### src/hdl/rng_settings.svh
`ifndef RNG_SETTINGS_SVH
`define RNG_SETTINGS_SVH

// ========================================
// generator constants
// ========================================

// marsaglia multiply-with-carry multipliers, 16 bits each
`define RNG_Z_MULT 16'd36969
`define RNG_W_MULT 16'd18000

// ========================================
// sizes
// ========================================

// stream address width, 1024 streams
`define RNG_STREAM_BITS 10
// data bus and state word width
`define RNG_DATA_BITS 32
// bus address width, register index sits in bits 3:2
`define RNG_ADR_BITS 4

`endif
### src/hdl/rng_pkg.sv
`include "rng_settings.svh"

package rng_pkg;

	// ========================================
	// state word views
	// ========================================

	// carry in the high half, value in the low half
	typedef struct packed {
		logic [`RNG_DATA_BITS/2-1:0] carry;
		logic [`RNG_DATA_BITS/2-1:0] value;
	} mwc_half_s;

	// one state word, seen whole or as carry/value halves
	typedef union packed {
		logic [`RNG_DATA_BITS-1:0] word;
		mwc_half_s h;
	} mwc_word_u;

	// register index, taken from adr bits 3:2
	typedef enum logic [1:0] {
		REG_RAND   = 2'd0,
		REG_STREAM = 2'd1,
		REG_SEED_Z = 2'd2,
		REG_SEED_W = 2'd3
	} reg_idx_e;

endpackage

### src/hdl/rng_bus_decode.sv
`timescale 1ns/100ps
`include "rng_settings.svh"

module rng_bus_decode (
	input  logic clk_i,
	input  logic rst_n_i,
	input  logic cs_i,
	input  logic cyc_i,
	input  logic stb_i,
	input  logic we_i,
	input  logic [`RNG_ADR_BITS-1:0] adr_i,
	input  logic [`RNG_DATA_BITS-1:0] dat_i,
	output logic ack_o,
	output logic rd_en_o,
	output logic step_o,
	output logic seed_z_o,
	output logic seed_w_o,
	output rng_pkg::reg_idx_e rd_sel_o,
	output logic [`RNG_STREAM_BITS-1:0] stream_o,
	output logic [`RNG_DATA_BITS-1:0] seed_dat_o
);
	import rng_pkg::*;

	logic access;
	logic req_q;
	logic we_q;
	reg_idx_e idx_q;
	logic [`RNG_DATA_BITS-1:0] dat_q;
	logic wr_req;
	logic wr_req_d;
	logic wr_pulse;

	// ========================================
	// request capture
	// ========================================

	// access present while all three strobes are high
	assign access = cs_i & cyc_i & stb_i;

	// control side, edge 1 registers the request
	// ack follows one edge later if the access is still there
	always_ff @(posedge clk_i) begin
		if (!rst_n_i) begin
			req_q <= 1'b0;
			ack_o <= 1'b0;
			wr_req_d <= 1'b0;
		end else begin
			req_q <= access;
			ack_o <= req_q & access;
			wr_req_d <= wr_req;
		end
	end

	// payload side, held stable by the master
	always_ff @(posedge clk_i) begin
		we_q <= we_i;
		idx_q <= reg_idx_e'(adr_i[3:2]);
		dat_q <= dat_i;
	end

	// read path: level while a read is registered
	assign rd_en_o = req_q & ~we_q;
	assign rd_sel_o = idx_q;
	assign seed_dat_o = dat_q;

	// ========================================
	// write strobes
	// ========================================

	// rising edge of the registered write, so a held write acts once
	assign wr_req = req_q & we_q;
	assign wr_pulse = wr_req & ~wr_req_d;

	always_ff @(posedge clk_i) begin
		if (!rst_n_i) begin
			step_o <= 1'b0;
			seed_z_o <= 1'b0;
			seed_w_o <= 1'b0;
			stream_o <= '0;
		end else begin
			step_o <= wr_pulse && (idx_q == REG_RAND);
			seed_z_o <= wr_pulse && (idx_q == REG_SEED_Z);
			seed_w_o <= wr_pulse && (idx_q == REG_SEED_W);
			// stream number is the low data bits
			if (wr_pulse && (idx_q == REG_STREAM))
				stream_o <= dat_q[`RNG_STREAM_BITS-1:0];
		end
	end

	// ack only ever answers an access seen on the previous cycle
	a_ack_needs_access: assert property (@(posedge clk_i) disable iff (!rst_n_i)
		ack_o |-> $past(access));

	// one strobe at a time, and none lasts past a single cycle
	a_strobe_onehot: assert property (@(posedge clk_i) disable iff (!rst_n_i)
		$onehot0({step_o, seed_z_o, seed_w_o}));
	a_strobe_single: assert property (@(posedge clk_i) disable iff (!rst_n_i)
		(step_o | seed_z_o | seed_w_o) |=> !(step_o | seed_z_o | seed_w_o));

endmodule

### config.mk
export PLATFORM = sky130hd
export DESIGN_NAME = rng_bus_decode
export DESIGN_NICKNAME = d
export VERILOG_FILES = /design/src/hdl/rng_pkg.sv /design/src/hdl/rng_bus_decode.sv
export VERILOG_INCLUDE_DIRS = /design/src /design/src/hdl
export SDC_FILE = /design/constraint.sdc
export NUM_CORES = 1
export LEC_CHECK = 0
export BUFFER_PORTS_ARGS = -buffer_cell sky130_fd_sc_hd__buf_2
export CORE_UTILIZATION = 42
export DETAILED_ROUTE_END_ITERATION = 7
export PLACE_DENSITY = 0.9
export SETUP_SLACK_MARGIN = 0.05
export SYNTH_ARGS = -nofsm -noshare
export SYNTH_HDL_FRONTEND = slang
export SYNTH_SLANG_ARGS = --single-unit
### constraint.sdc
create_clock -name clk_i -period 2.2 [get_ports clk_i]
set_input_delay 0.55 -clock clk_i [delete_from_list [all_inputs] [get_ports clk_i]]
set_output_delay 0.55 -clock clk_i [all_outputs]
set_load 0.01 [all_outputs]
==> After elaboration in Yosys (flattened, before gate mapping) <==
Index checks and enable logic that the tools add are counted.
{ "word_totals": {"regBits": 51, "inputBits": 42, "out_inout_bits": 49, "elab_cells": 26} }
{ "classes": {"reduce_logical": 5, "eq_ne": 3, "bitwise": 8} }
{ "op_table": {"columns": ["op", "n"], "rows": [
  ["bitwise AND 1 bit", 6],
  ["equality test 2 bit (second input constant)", 2],
  ["logical AND 1 bit", 4],
  ["equality test 2 x 1 -> 1 bit (second input constant)", 1],
  ["zero test 2 bit", 1],
  ["NOT 1 bit", 2]
]} }

==> Depth between registers and ports, before layout <==
Gate-level depths: netlist of the first run.
{ "logic_depth": {"word_depth": 3, "depth_mapped": 3, "ltp_nobuf": 3} }

==> Least setup slack after synthesis of the first run <==
No wires, ideal clock.
{ "synth_path": {"kind": "reg2out", "from": "register req_q", "to": "output rd_en_o", "slack_ns": 1.050, "path_buffers": 0, "t_required_ns": 1.650, "arrival_ns": 0.600, "path_stages_with_launch": 2, "cell_sequence": "dfxtp_1 > nor2b_1"} }
{ "synth_via": {"elab_chain_cells": 1} }
{ "synth_rtl": {"columns": ["element", "line_no", "source"], "rows": [
  ["start, declared", "rng_bus_decode.sv:25", "logic req_q;"],
  ["start signal, assigned", "rng_bus_decode.sv:48", "req_q <= access;"],
  ["bitwise AND 1 bit", "rng_bus_decode.sv:62", "assign rd_en_o = req_q & ~we_q;"],
  ["end, declared", "rng_bus_decode.sv:14", "output logic rd_en_o,"]
]} }
Every way passes these cells.

==> Worst setup path after layout of the first run <==
Same ends and word-level chain as after synthesis.

==> results of run 1 <==
==> worst register-to-register path, delay by kind of cell (launching register included) <==
kind | cells | cell delay (ns)
muxes | 1 | 0.22
and+or+nand+nor | 2 | 0.39
DFF | 1 | 0.45
==> layer usage <==
metal	vias to the layer above	share of wire (%)
met2	58	50
li1	492	-
met1	438	38
met4	0	1.6
met5	-	0
met3	5	11
==> per-stage QoR <==
step | power [mW] | instance area (sq um) | utilization (%) | worst slack (ns) | hold WS, ns
6_report | 1.52 | 1840 | 64.6 | 0.599 | 0.280
5_1_grt | 1.59 | 1840 | 64.6 | 0.520 | 0.236
4_1_cts | 1.54 | 1840 | 64.6 | 0.573 | 0.261
3_5_place_dp | 1.09 | 1770 | 62.1 | 0.812 | 0.450
3_3_place_gp | 1.09 | 1770 | 62.1 | 0.804 | 0.439
2_1_floorplan | 1.03 | 1300 | - | 1.05 | 0.444
==> registers in the layout (all words and copies together) (netlist names) <==
name,count
ack_o,1
rd_sel_o,2
req_q,1
seed_dat_o,32
seed_w_o,1
seed_z_o,1
step_o,1
stream_o,10
we_q,1
wr_req_d,1
==> power breakdown <==
part	leakage [nW]	switching, mW	total (mW)	internal [mW]
clock network	0.0386	0.256	0.444	0.188
logic	0.485	0.0462	0.0966	0.0504
registers	0.424	0.0153	0.974	0.959
==> final timing paths <==
kind / start / to / slack [ns] / depth (start not counted)
min: dat_i[6] / seed_dat_o[6] / 0.28 / 1
min reg2reg: seed_dat_o[8] / stream_o[8] / 0.46 / 2
max: req_q / rd_en_o / 0.60 / 2
max reg2reg: rd_sel_o[0] / stream_o[6] / 1.09 / 3
==> synthesized netlist by cell type (all sizes together) <==
| library cell | n |
|---|---|
| dfxtp | 51 |
| nor4 | 1 |
| and4 | 1 |
| nor3 | 1 |
| nor4b | 1 |
| inv | 1 |
| mux2i | 10 |
| nor2b | 1 |
| clkbuf | 2 |
| nor2 | 1 |
| and2 | 1 |
| nand2 | 21 |
| nand3 | 1 |
| nand4b | 1 |
==> cells in the final DEF, fill, tap and decap left out <==
master,instances
nand2_1,21
nand3_1,1
clkbuf_1,1
nor2b_1,1
clkbuf_8,2
dfxtp_1,51
nor4_1,1
nor4b_1,1
and4_1,1
buf_2,88
mux2i_1,10
inv_1,1
clkbuf_4,5
nor3_1,1
nand4b_4,1
and2_1,1
nor2_8,1
==> cell type report <==
type / instances / share of cell area, %
clock buffers: 8 / 3.74
inverters: 1 / 0.204
multi-input cells: 40 / 14.6
flip-flops and latches: 51 / 55.4
well taps: 31 / 2.11
repair buffers: 88 / 23.9
==> cells by family after synthesis <==
family	count (synthesis)
AND/OR/NAND/NOR	30
multiplexers	10
buffers and inverters	3
flip-flops	51
==> summary.md, run 1 <==
* **result of the run** finished with violations
* **failing checks** design-rule violations
* **starting DRC count in detailed routing** 78
* **TritonCTS buffer count** 5
* **data required time at the worst endpoint** 1.65 ns
* **sequential element share of the synthesized area** 78.5%
* **Filler Cells Inserted** 218
* **Post-CTS Setup Inserts** 0
* **GRT Resource Usage Total** 15.6%
* **met3 demand-to-capacity share in global routing** 7.59%
* **global routing usage on met1** 15.9%
* **Max-Cap Viols** 0
* **combined flip-flop and latch cell area** 1020 sq um
* **Vert. Die Dim** 57.7 um
* **ANT nets after route** 0
* **count of final hold-check violations** 0
* **Layout Area Growth over Synthesis** 41.5%
* **period utilisation layout** 72.8%
* **total grt overflow** 0
* **later-pin clock latency in the skew report** 0.36 ns
* **flip-flop and latch count after synthesis** 51
* **post-synthesis instance area** 1300 sq um
* **clock sink total** 51
* **worst-path cell with the longest stage delay** dfxtp_1
* **kind of start point of the critical path** flop
* **leading area contributor after synthesis** dfxtp_1
* **average routed wire per standard cell** 11.1 um
* **peak clock frequency supported by timing** 625 MHz
* **count of buffering cells on the critical path with inverters included** 1
* **parity-gate share of the synthesized area counting xor and xnor cells** 0%
* **non-filler instance count after layout** 219
* **final layout net count** 229
* **largest stage delay on the critical path** 0.43 ns
* **multi-input gate area in the final layout** 269 sq um
* **length of the first detailed-routing pass in iterations** 6
* **Detail Placement HPWL** 1910 um
* **Post-Synthesis Mean Instance Area** 13.8 sq um
* **number of instances resized during post-cts repair** 0
* **horizontal die dimension** 57.7 um
* **antenna violations before repair** 0
* **CP max FO** 4
* **number of hold-repair buffers added at the cts stage** 0
* **share of post-route cells with drive strength above 1** 51.6%
* **final slew viol count** 0
* **clock-pin slew reported for the worst setup and hold paths after clock tree synthesis** 0.13 ns
* **GR met2 Demand/Resource** 25.9%
* **Final min period** 1.60 ns
* **post-synthesis share of cell area spent on and, or, nand and nor gates** 13.0%
* **largest family of logic cells by synthesized area** simple AND/OR/NAND/NOR gates
* **syn_nets** 136
* **number of vias in the routed layout** 993
* **effective utilization at floorplan** 45.6%
* **number of diodes** 0
* **vias per cell** 4.53
* **final setup skew** 0.00876 ns
* **Yosys cell types** 14
* **Std-Cell Core Area** 2850 sq um
* **most heavily used metal layer in global routing** met2
* **vias in the first global route** 923
* **Final GP Congestion** 0.698
* **Leakage** 0.947 nW
* **Post-Route Setup TNS** 0 ns
* **wire length of the first global-routing pass** 3670 um
* **top cells by area, synth** dfxtp_1 78%, mux2i_1 7.7%, nand2_1 6.1%
* **count of buffers from port buffering** 88
* **Syn. warnings** 0
* **number of placed instances, taps included** 211
* **TritonCTS clock tree** yes
* **DRC violation count after routing** 8
* **setup repair after global routing missed its margin** no
* **maximum number of pins on one net before global-route repair** 23
* **top cell type's share of synthesized area** 78.5%
* **compound-cell area share of the yosys netlist** 0%
* **Boundary Pins** 91
* **Critical Path End Type** primary output
* **Worst Setup Path Type** reg -> out
* **area share of fa/ha/maj cells after synthesis** 0%
* **Die Outline Area** 3320 sq um
* **CP cell instances** nor2b_1 > buf_2
* **Hold Path Class** in -> reg
* **critical path arrival** 1.05 ns
* **count of endpoints failing setup in the final report** 0
* **Cells after Synth** 94
* **clock root buffer master** clkbuf_4
* **actual slew at the worst max-slew pin** 0.341 ns
* **clk buf depth** 2
* **floorplan row count** 19
* **family with the most delay on the worst path** flip-flops
* **portion of netlist area occupied by mux cells** 7.69%
* **overall routed net length** 2430 um
* **H-tree Lvls** 2
* **IR Drop Worst-Case VDD** 0.468 mV
* **Power per Cell Area** 823 nW/um^2
* **worst max-slew margin expressed relative to the limit** 77.3%
No activity file was read; power rests on OpenSTA's default activity.
==> run 2, diff against run 1 <==
--- a/config.mk
+++ b/config.mk
@@ -7,9 +7,9 @@
 export NUM_CORES = 1
 export LEC_CHECK = 0
 export BUFFER_PORTS_ARGS = -buffer_cell sky130_fd_sc_hd__buf_2
-export CORE_UTILIZATION = 42
+export CORE_UTILIZATION = 39
 export DETAILED_ROUTE_END_ITERATION = 7
-export PLACE_DENSITY = 0.9
+export PLACE_DENSITY = 0.85
 export SETUP_SLACK_MARGIN = 0.05
 export SYNTH_ARGS = -nofsm -noshare
 export SYNTH_HDL_FRONTEND = slang
==> constraint.sdc (replaced) <==
create_clock -name clk_i -period 1.5 [get_ports clk_i]
set_input_delay 0.375 -clock clk_i [delete_from_list [all_inputs] [get_ports clk_i]]
set_output_delay 0.375 -clock clk_i [all_outputs]
set_load 0.01 [all_outputs]
==> run 2 against run 1 <==
  * The flow now finishes without violations
  * Sequential power rose by 47%
  * Hold slack got worse by 0.17 ns
  * Utilization fell by 4.0 points
  * First-iteration DRC count fell by 92%
  * Design area rose by 2.1%
  * Via count fell by 1.4%
  * Combinational power rose by 51%
  * Global-route usage barely moved
  * Clock skew rose by 0.0032 ns
  * Critical endpoint unchanged
  * Largest power group unchanged
==> summary.md, run 2 (same netlist as run 1, synthesis figures left out) <==
* **number of hold-repair buffers added at the cts stage** 0, unchanged
* **horizontal die dimension** 59.8 um, +3.6%
* **vias in the first global route** 935, +1.3%
* **Boundary Pins** 91, unchanged
* **count of buffers from port buffering** 88, unchanged
* **ANT nets after route** 0, unchanged
* **clock root buffer master** clkbuf_4
* **Leakage** 0.959 nW, +1.3%
* **floorplan row count** 20, +1
* **Detail Placement HPWL** 2030 um, +6.0%
* **Filler Cells Inserted** 293, +34%
* **Critical Path End Type** primary output
* **Power per Cell Area** 1240 nW/um^2, +50%
* **later-pin clock latency in the skew report** 0.35 ns, about the same
* **DRC violation count after routing** 0, -8
* **worst max-slew margin expressed relative to the limit** 83.6%, +6.3 points
* **most common cell after layout, fill and taps aside** buf_2
* **worst-path cell with the longest stage delay** dfxtp_2
* **setup repair after global routing missed its margin** no
* **Layout Area Growth over Synthesis** 44.5%
* **clock-pin slew reported for the worst setup and hold paths after clock tree synthesis** 0.14 ns, about the same
* **antenna violations before repair** 0, unchanged
* **Die Outline Area** 3570 sq um, +7.4%
* **wire length of the first global-routing pass** 3910 um, +6.4%
* **peak clock frequency supported by timing** 736 MHz
* **critical path arrival** 0.98 ns, -0.07 ns
* **period utilisation layout** 90.6%
* **power dissipated by switching net loads** 0.492 mW, +55%
* **IR Drop Worst-Case VDD** 0.871 mV, +86%
* **final slew viol count** 0, unchanged
* **result of the run** completed
* **share of post-route cells with drive strength above 1** 53.4%, +1.8 points
* **sequential group share of total power** 61.5%, -2.8 points
* **internal power component** 1.83 mW, +53%
* **Final min period** 1.36 ns
* **CP cell instances** nor2b_1 > buf_2
* **TritonCTS clock tree** yes
* **final setup skew** 0.0119 ns, +0.00318 ns
* **relative contribution of the clock network to total power** 32.3%, +3.0 points
* **count of endpoints failing setup in the final report** 0, unchanged
* **kind of start point of the critical path** flop
* **Std-Cell Core Area** 3100 sq um, +8.8%
* **Final GP Congestion** 0.749, +7.2%
* **Post-Route Setup TNS** 0 ns, unchanged
* **GRT Resource Usage Total** 15.6%, +0.021 points
* **largest stage delay on the critical path** 0.39 ns, -0.04 ns
* **final layout net count** 230, +0.44%
* **commonest cells after routing, fill and taps aside** 88 x buf_2, 49 x dfxtp_1, 21 x nand2_1
* **average routed wire per standard cell** 10.9 um, -2.0%
* **Logic pwr share** 6.3%, about the same
* **Max-Cap Viols** 0, unchanged
* **actual slew at the worst max-slew pin** 0.246 ns, -0.0949 ns
* **fraction of power spent switching nets** 21.2%, +0.23 points
* **Post-CTS Setup Inserts** 0, unchanged
* **maximum number of pins on one net before global-route repair** 17, -26%
* **Vert. Die Dim** 59.8 um, +3.6%
* **total placed instance area** 1800 sq um, +1.3%
* **number of vias in the routed layout** 979, -1.4%
* **overall routed net length** 2530 um, +4.2%
* **Worst Setup Path Type** reg -> out
* **TritonCTS buffer count** 5, unchanged
* **clk buf depth** 2, unchanged
* **Hold Path Class** in -> reg
* **total grt overflow** 0, unchanged
* **effective utilization at floorplan** 41.9%, -3.7 points
* **vias per cell** 4.20, -7.3%
* **data required time at the worst endpoint** 1.12 ns, -0.53 ns
* **CP max FO** 4, unchanged
* **clock sink total** 51, unchanged
* **number of diodes** 0, unchanged
* **number of flip-flops in the largest register** 32, unchanged
* **H-tree Lvls** 2, unchanged
* **count of final hold-check violations** 0, unchanged
* **length of the first detailed-routing pass in iterations** 2, -4
* **finished layout cell area** 1880 sq um, +2.1%
* **number of instances resized during post-cts repair** 0, unchanged
* **starting DRC count in detailed routing** 6, -92%
run 2: changes by cell type in the layout (fill, tap and decap cells not counted), sizes merged:
cell	before	now
clkinv	0	2
buf	88	89
clkbuf	8	5
bufinv	0	1
run 2: routing by layer:
metal  part of all wire (%)  GRT usage, %  up-vias
met3                    9.5          8.66        5
met1                     38          16.3      425
met2                     51          26.0       57
li1                       -             -      492
met4                    1.4          5.98        0
met5                      0             0        -
run 2: worst paths after layout:
check / startpoint / end / slack, ns / cells after the start
worst max-delay path: req_q / rd_en_o / 0.14 / 2
worst min-delay path: dat_i[24] / seed_dat_o[24] / 0.11 / 1
worst max register to register: rd_sel_o[0] / stream_o[3] / 0.38 / 3
worst min register to register: stream_o[8] / stream_o[8] / 0.46 / 2
run 2: worst max-delay path: cells and delay by family, from the launching register on:
kind | cells | cell delay [ns]
buffers and inverters | 1 | 0.13
DFF | 1 | 0.39
and+or+nand+nor | 1 | 0.13
run 2: stage by stage:
stage | power [mW] | hold slack, ns | setup WS [ns] | util [%] | std cells
CTS | 2.36 | 0.0933 | 0.0610 | 60.5 | 233
floorplan | 1.50 | 0.403 | 0.437 | - | 94
global placement | 1.60 | 0.440 | 0.409 | 57.9 | 225
finish | 2.33 | 0.110 | 0.141 | 60.6 | 233
global route | 2.44 | 0.0612 | 0.0529 | 60.6 | 233
detailed placement | 1.61 | 0.445 | 0.386 | 57.9 | 225
run 2: power by group through the flow:
stage          combinational [mW]  clock, mW  sequential, mW
2_1_floorplan              0.0178          0            1.49
3_3_place_gp                0.145          0            1.46
3_5_place_dp                0.148          0            1.46
4_1_cts                     0.148      0.779            1.43
5_1_grt                     0.160      0.842            1.44
6_report                    0.146      0.751            1.43
run 2: cell type report:
type / count / area [sq um] / share of cell area, %
tap: 44 / 55.1 / 2.93
clock inverter: 3 / 43.8 / 2.33
inverter: 1 / 3.75 / 0.200
multi-input combinational: 40 / 269 / 14.3
sequential: 51 / 1020 / 54.4
timing repair buffer: 89 / 448 / 23.8
clock buffer: 5 / 37.5 / 2.00
==> run 3, diff against run 2 <==
--- a/config.mk
+++ b/config.mk
@@ -7,6 +7,7 @@
 export NUM_CORES = 1
 export LEC_CHECK = 0
 export BUFFER_PORTS_ARGS = -buffer_cell sky130_fd_sc_hd__buf_2
+export CAP_MARGIN = 20
 export CORE_UTILIZATION = 39
 export DETAILED_ROUTE_END_ITERATION = 7
 export PLACE_DENSITY = 0.85
==> constraint.sdc (replaced) <==
create_clock -name clk_i -period 1.27 [get_ports clk_i]
set_input_delay 0.3175 -clock clk_i [delete_from_list [all_inputs] [get_ports clk_i]]
set_output_delay 0.3175 -clock clk_i [all_outputs]
set_load 0.01 [all_outputs]
==> run 3 against run 2 <==
  * Die area did not move
  * Via count is 0.20% lower
  * Total power grew 17%
  * Setup slack got worse by 0.11 ns
  * Critical endpoint unchanged
  * Largest cell class unchanged
==> summary.md, run 3 (same netlist as run 1, synthesis figures left out) <==
* **clk buf depth** 2, unchanged
* **reg-to-reg critical path endpoint** stream_o[0]
* **number of flip-flops in the largest register** 32, unchanged
* **Layout Area Growth over Synthesis** 47.7%
* **setup slack of the worst register-to-register path** 0.16 ns, -0.22 ns
* **length of the first detailed-routing pass in iterations** 4, +2
* **vias in the first global route** 945, +1.1%
* **TritonCTS buffer count** 5, unchanged
* **count of buffers from port buffering** 88, unchanged
* **Boundary Pins** 91, unchanged
* **Power, Total** 2.72 mW, +17%
* **Critical Path End Type** primary output
* **antenna violations before repair** 0, unchanged
* **Detail Placement HPWL** 2040 um, +0.69%
* **Die Outline Area** 3570 sq um, unchanged
* **Worst Setup Path Type** reg -> out
* **average routed wire per standard cell** 10.9 um, about the same
* **start point of the worst hold path** dat_i[25]
* **Post-Route Setup TNS** 0 ns, unchanged
* **final setup skew** 0.00995 ns, -0.00199 ns
* **Hold Path Sink** seed_dat_o[25]
* **cell count of the worst reg-to-reg path** 4, +1
* **IR Drop Worst-Case VDD** 1.14 mV, +30%
* **CP max FO** 2, -2
* **clock-pin slew reported for the worst setup and hold paths after clock tree synthesis** 0.14 ns, about the same
* **effective utilization at floorplan** 41.9%, unchanged
* **setup repair after global routing missed its margin** yes
* **starting DRC count in detailed routing** 7, +1
* **worst max-slew margin expressed relative to the limit** 83.7%, +0.13 points
* **Std-Cell Core Area** 3100 sq um, unchanged
* **TritonCTS clock tree** yes
* **Vert. Die Dim** 59.8 um, unchanged
* **Worst Hold Path Cells** 1, unchanged
* **Max-Cap Viols** 0, unchanged
* **commonest cells after routing, fill and taps aside** 86 x buf_2, 45 x dfxtp_1, 21 x nand2_1
* **actual slew at the worst max-slew pin** 0.244 ns, -0.00193 ns
* **most common cell after layout, fill and taps aside** buf_2
* **count of final hold-check violations** 0, unchanged
* **number of vias in the routed layout** 977, -0.20%
* **later-pin clock latency in the skew report** 0.34 ns, about the same
* **share of post-route cells with drive strength above 1** 56.3%, +2.9 points
* **kind of start point of the critical path** flop
* **critical path arrival** 0.92 ns, -0.06 ns
* **period utilisation layout** 97.5%
* **H-tree Lvls** 2, unchanged
* **final layout net count** 232, +0.87%
* **clock sink total** 51, unchanged
* **DRC violation count after routing** 0, unchanged
* **peak clock frequency supported by timing** 808 MHz
* **floorplan row count** 20, unchanged
* **number of hold-repair buffers added at the cts stage** 0, unchanged
* **number of diodes** 0, unchanged
* **GRT Resource Usage Total** 14.8%, -0.84 points
* **ANT nets after route** 0, unchanged
* **count of endpoints failing setup in the final report** 0, unchanged
* **Power per Cell Area** 1420 nW/um^2, +14%
* **maximum number of pins on one net before global-route repair** 16, -1
* **Hold Path Class** in -> reg
* **result of the run** completed
* **final slew viol count** 0, unchanged
* **horizontal die dimension** 59.8 um, unchanged
* **total grt overflow** 0, unchanged
* **clock root buffer master** clkbuf_4
* **Final GP Congestion** 0.745, -0.49%
* **vias per cell** 4.18, -0.63%
* **FF-to-FF Start** req_q
* **Leakage** 0.967 nW, +0.75%
* **wire length of the first global-routing pass** 3770 um, -3.5%
* **Layout Utilization** 61.9%, +1.3 points
* **Final min period** 1.24 ns
* **data required time at the worst endpoint** 0.95 ns, -0.17 ns
* **overall routed net length** 2540 um, +0.40%
run 3: cell count changes in the layout (fill, tap and decap cells not counted), sizes merged:
cell / change
buf: +2
clkinv: -2
clkinvlp: +1
run 3: worst max path at each step:
stage,start,endpoint,slack [ns],depth (start not counted)
floorplan,rd_sel_o[0],stream_o[0],0.21,3
global placement,rd_sel_o[0],stream_o[6],0.19,3
detailed placement,rd_sel_o[0],stream_o[0],0.16,3
CTS,req_q,rd_en_o,-0.01,2
global route,req_q,rd_en_o,-0.01,2
finish,req_q,rd_en_o,0.03,2
run 3: timing repair:
action	4_1_cts	5_1_grt
endpoints found under the setup margin	3	4
resized for setup	7	5
setup buffers	2	0
run 3: layout make-up:
class                      instances  area (sq um)
multi-input combinational         40           277
sequential                        51          1040
inverter                           1          3.75
clock buffer                       5          37.5
clock inverter                     2          37.5
timing repair buffer              91           475
fill                             284          1180
tap                               44          55.1
run 3: worst max-delay path, cell delays in order (launching register included):
cell and delay (ns):
dfxtp_4 0.36, nor2b_4 0.12, buf_6 0.11
run 3: routing by layer:
layer	global-route usage (%)	up-vias	part of all wire, %
met5	0	-	0
met4	3.99	0	0.59
met3	7.79	2	10
met2	26.5	56	50
met1	14.7	425	39
li1	-	494	-
run 3: power breakdown:
group | switching [mW] | internal [mW]
combinational | 0.0865 | 0.0957
clock | 0.453 | 0.404
sequential | 0.0241 | 1.66
total | 0.564 | 2.16
run 3: through the flow:
step                setup slack [ns]  cell area (sq um)  std cells  hold slack, ns
global placement               0.192               1800        225           0.420
floorplan                      0.207               1300         94           0.345
global route                 -0.0114               1920        234          0.0323
finish                        0.0320               1920        234          0.0638
detailed placement             0.156               1800        225           0.421
CTS                          -0.0124               1900        234          0.0448
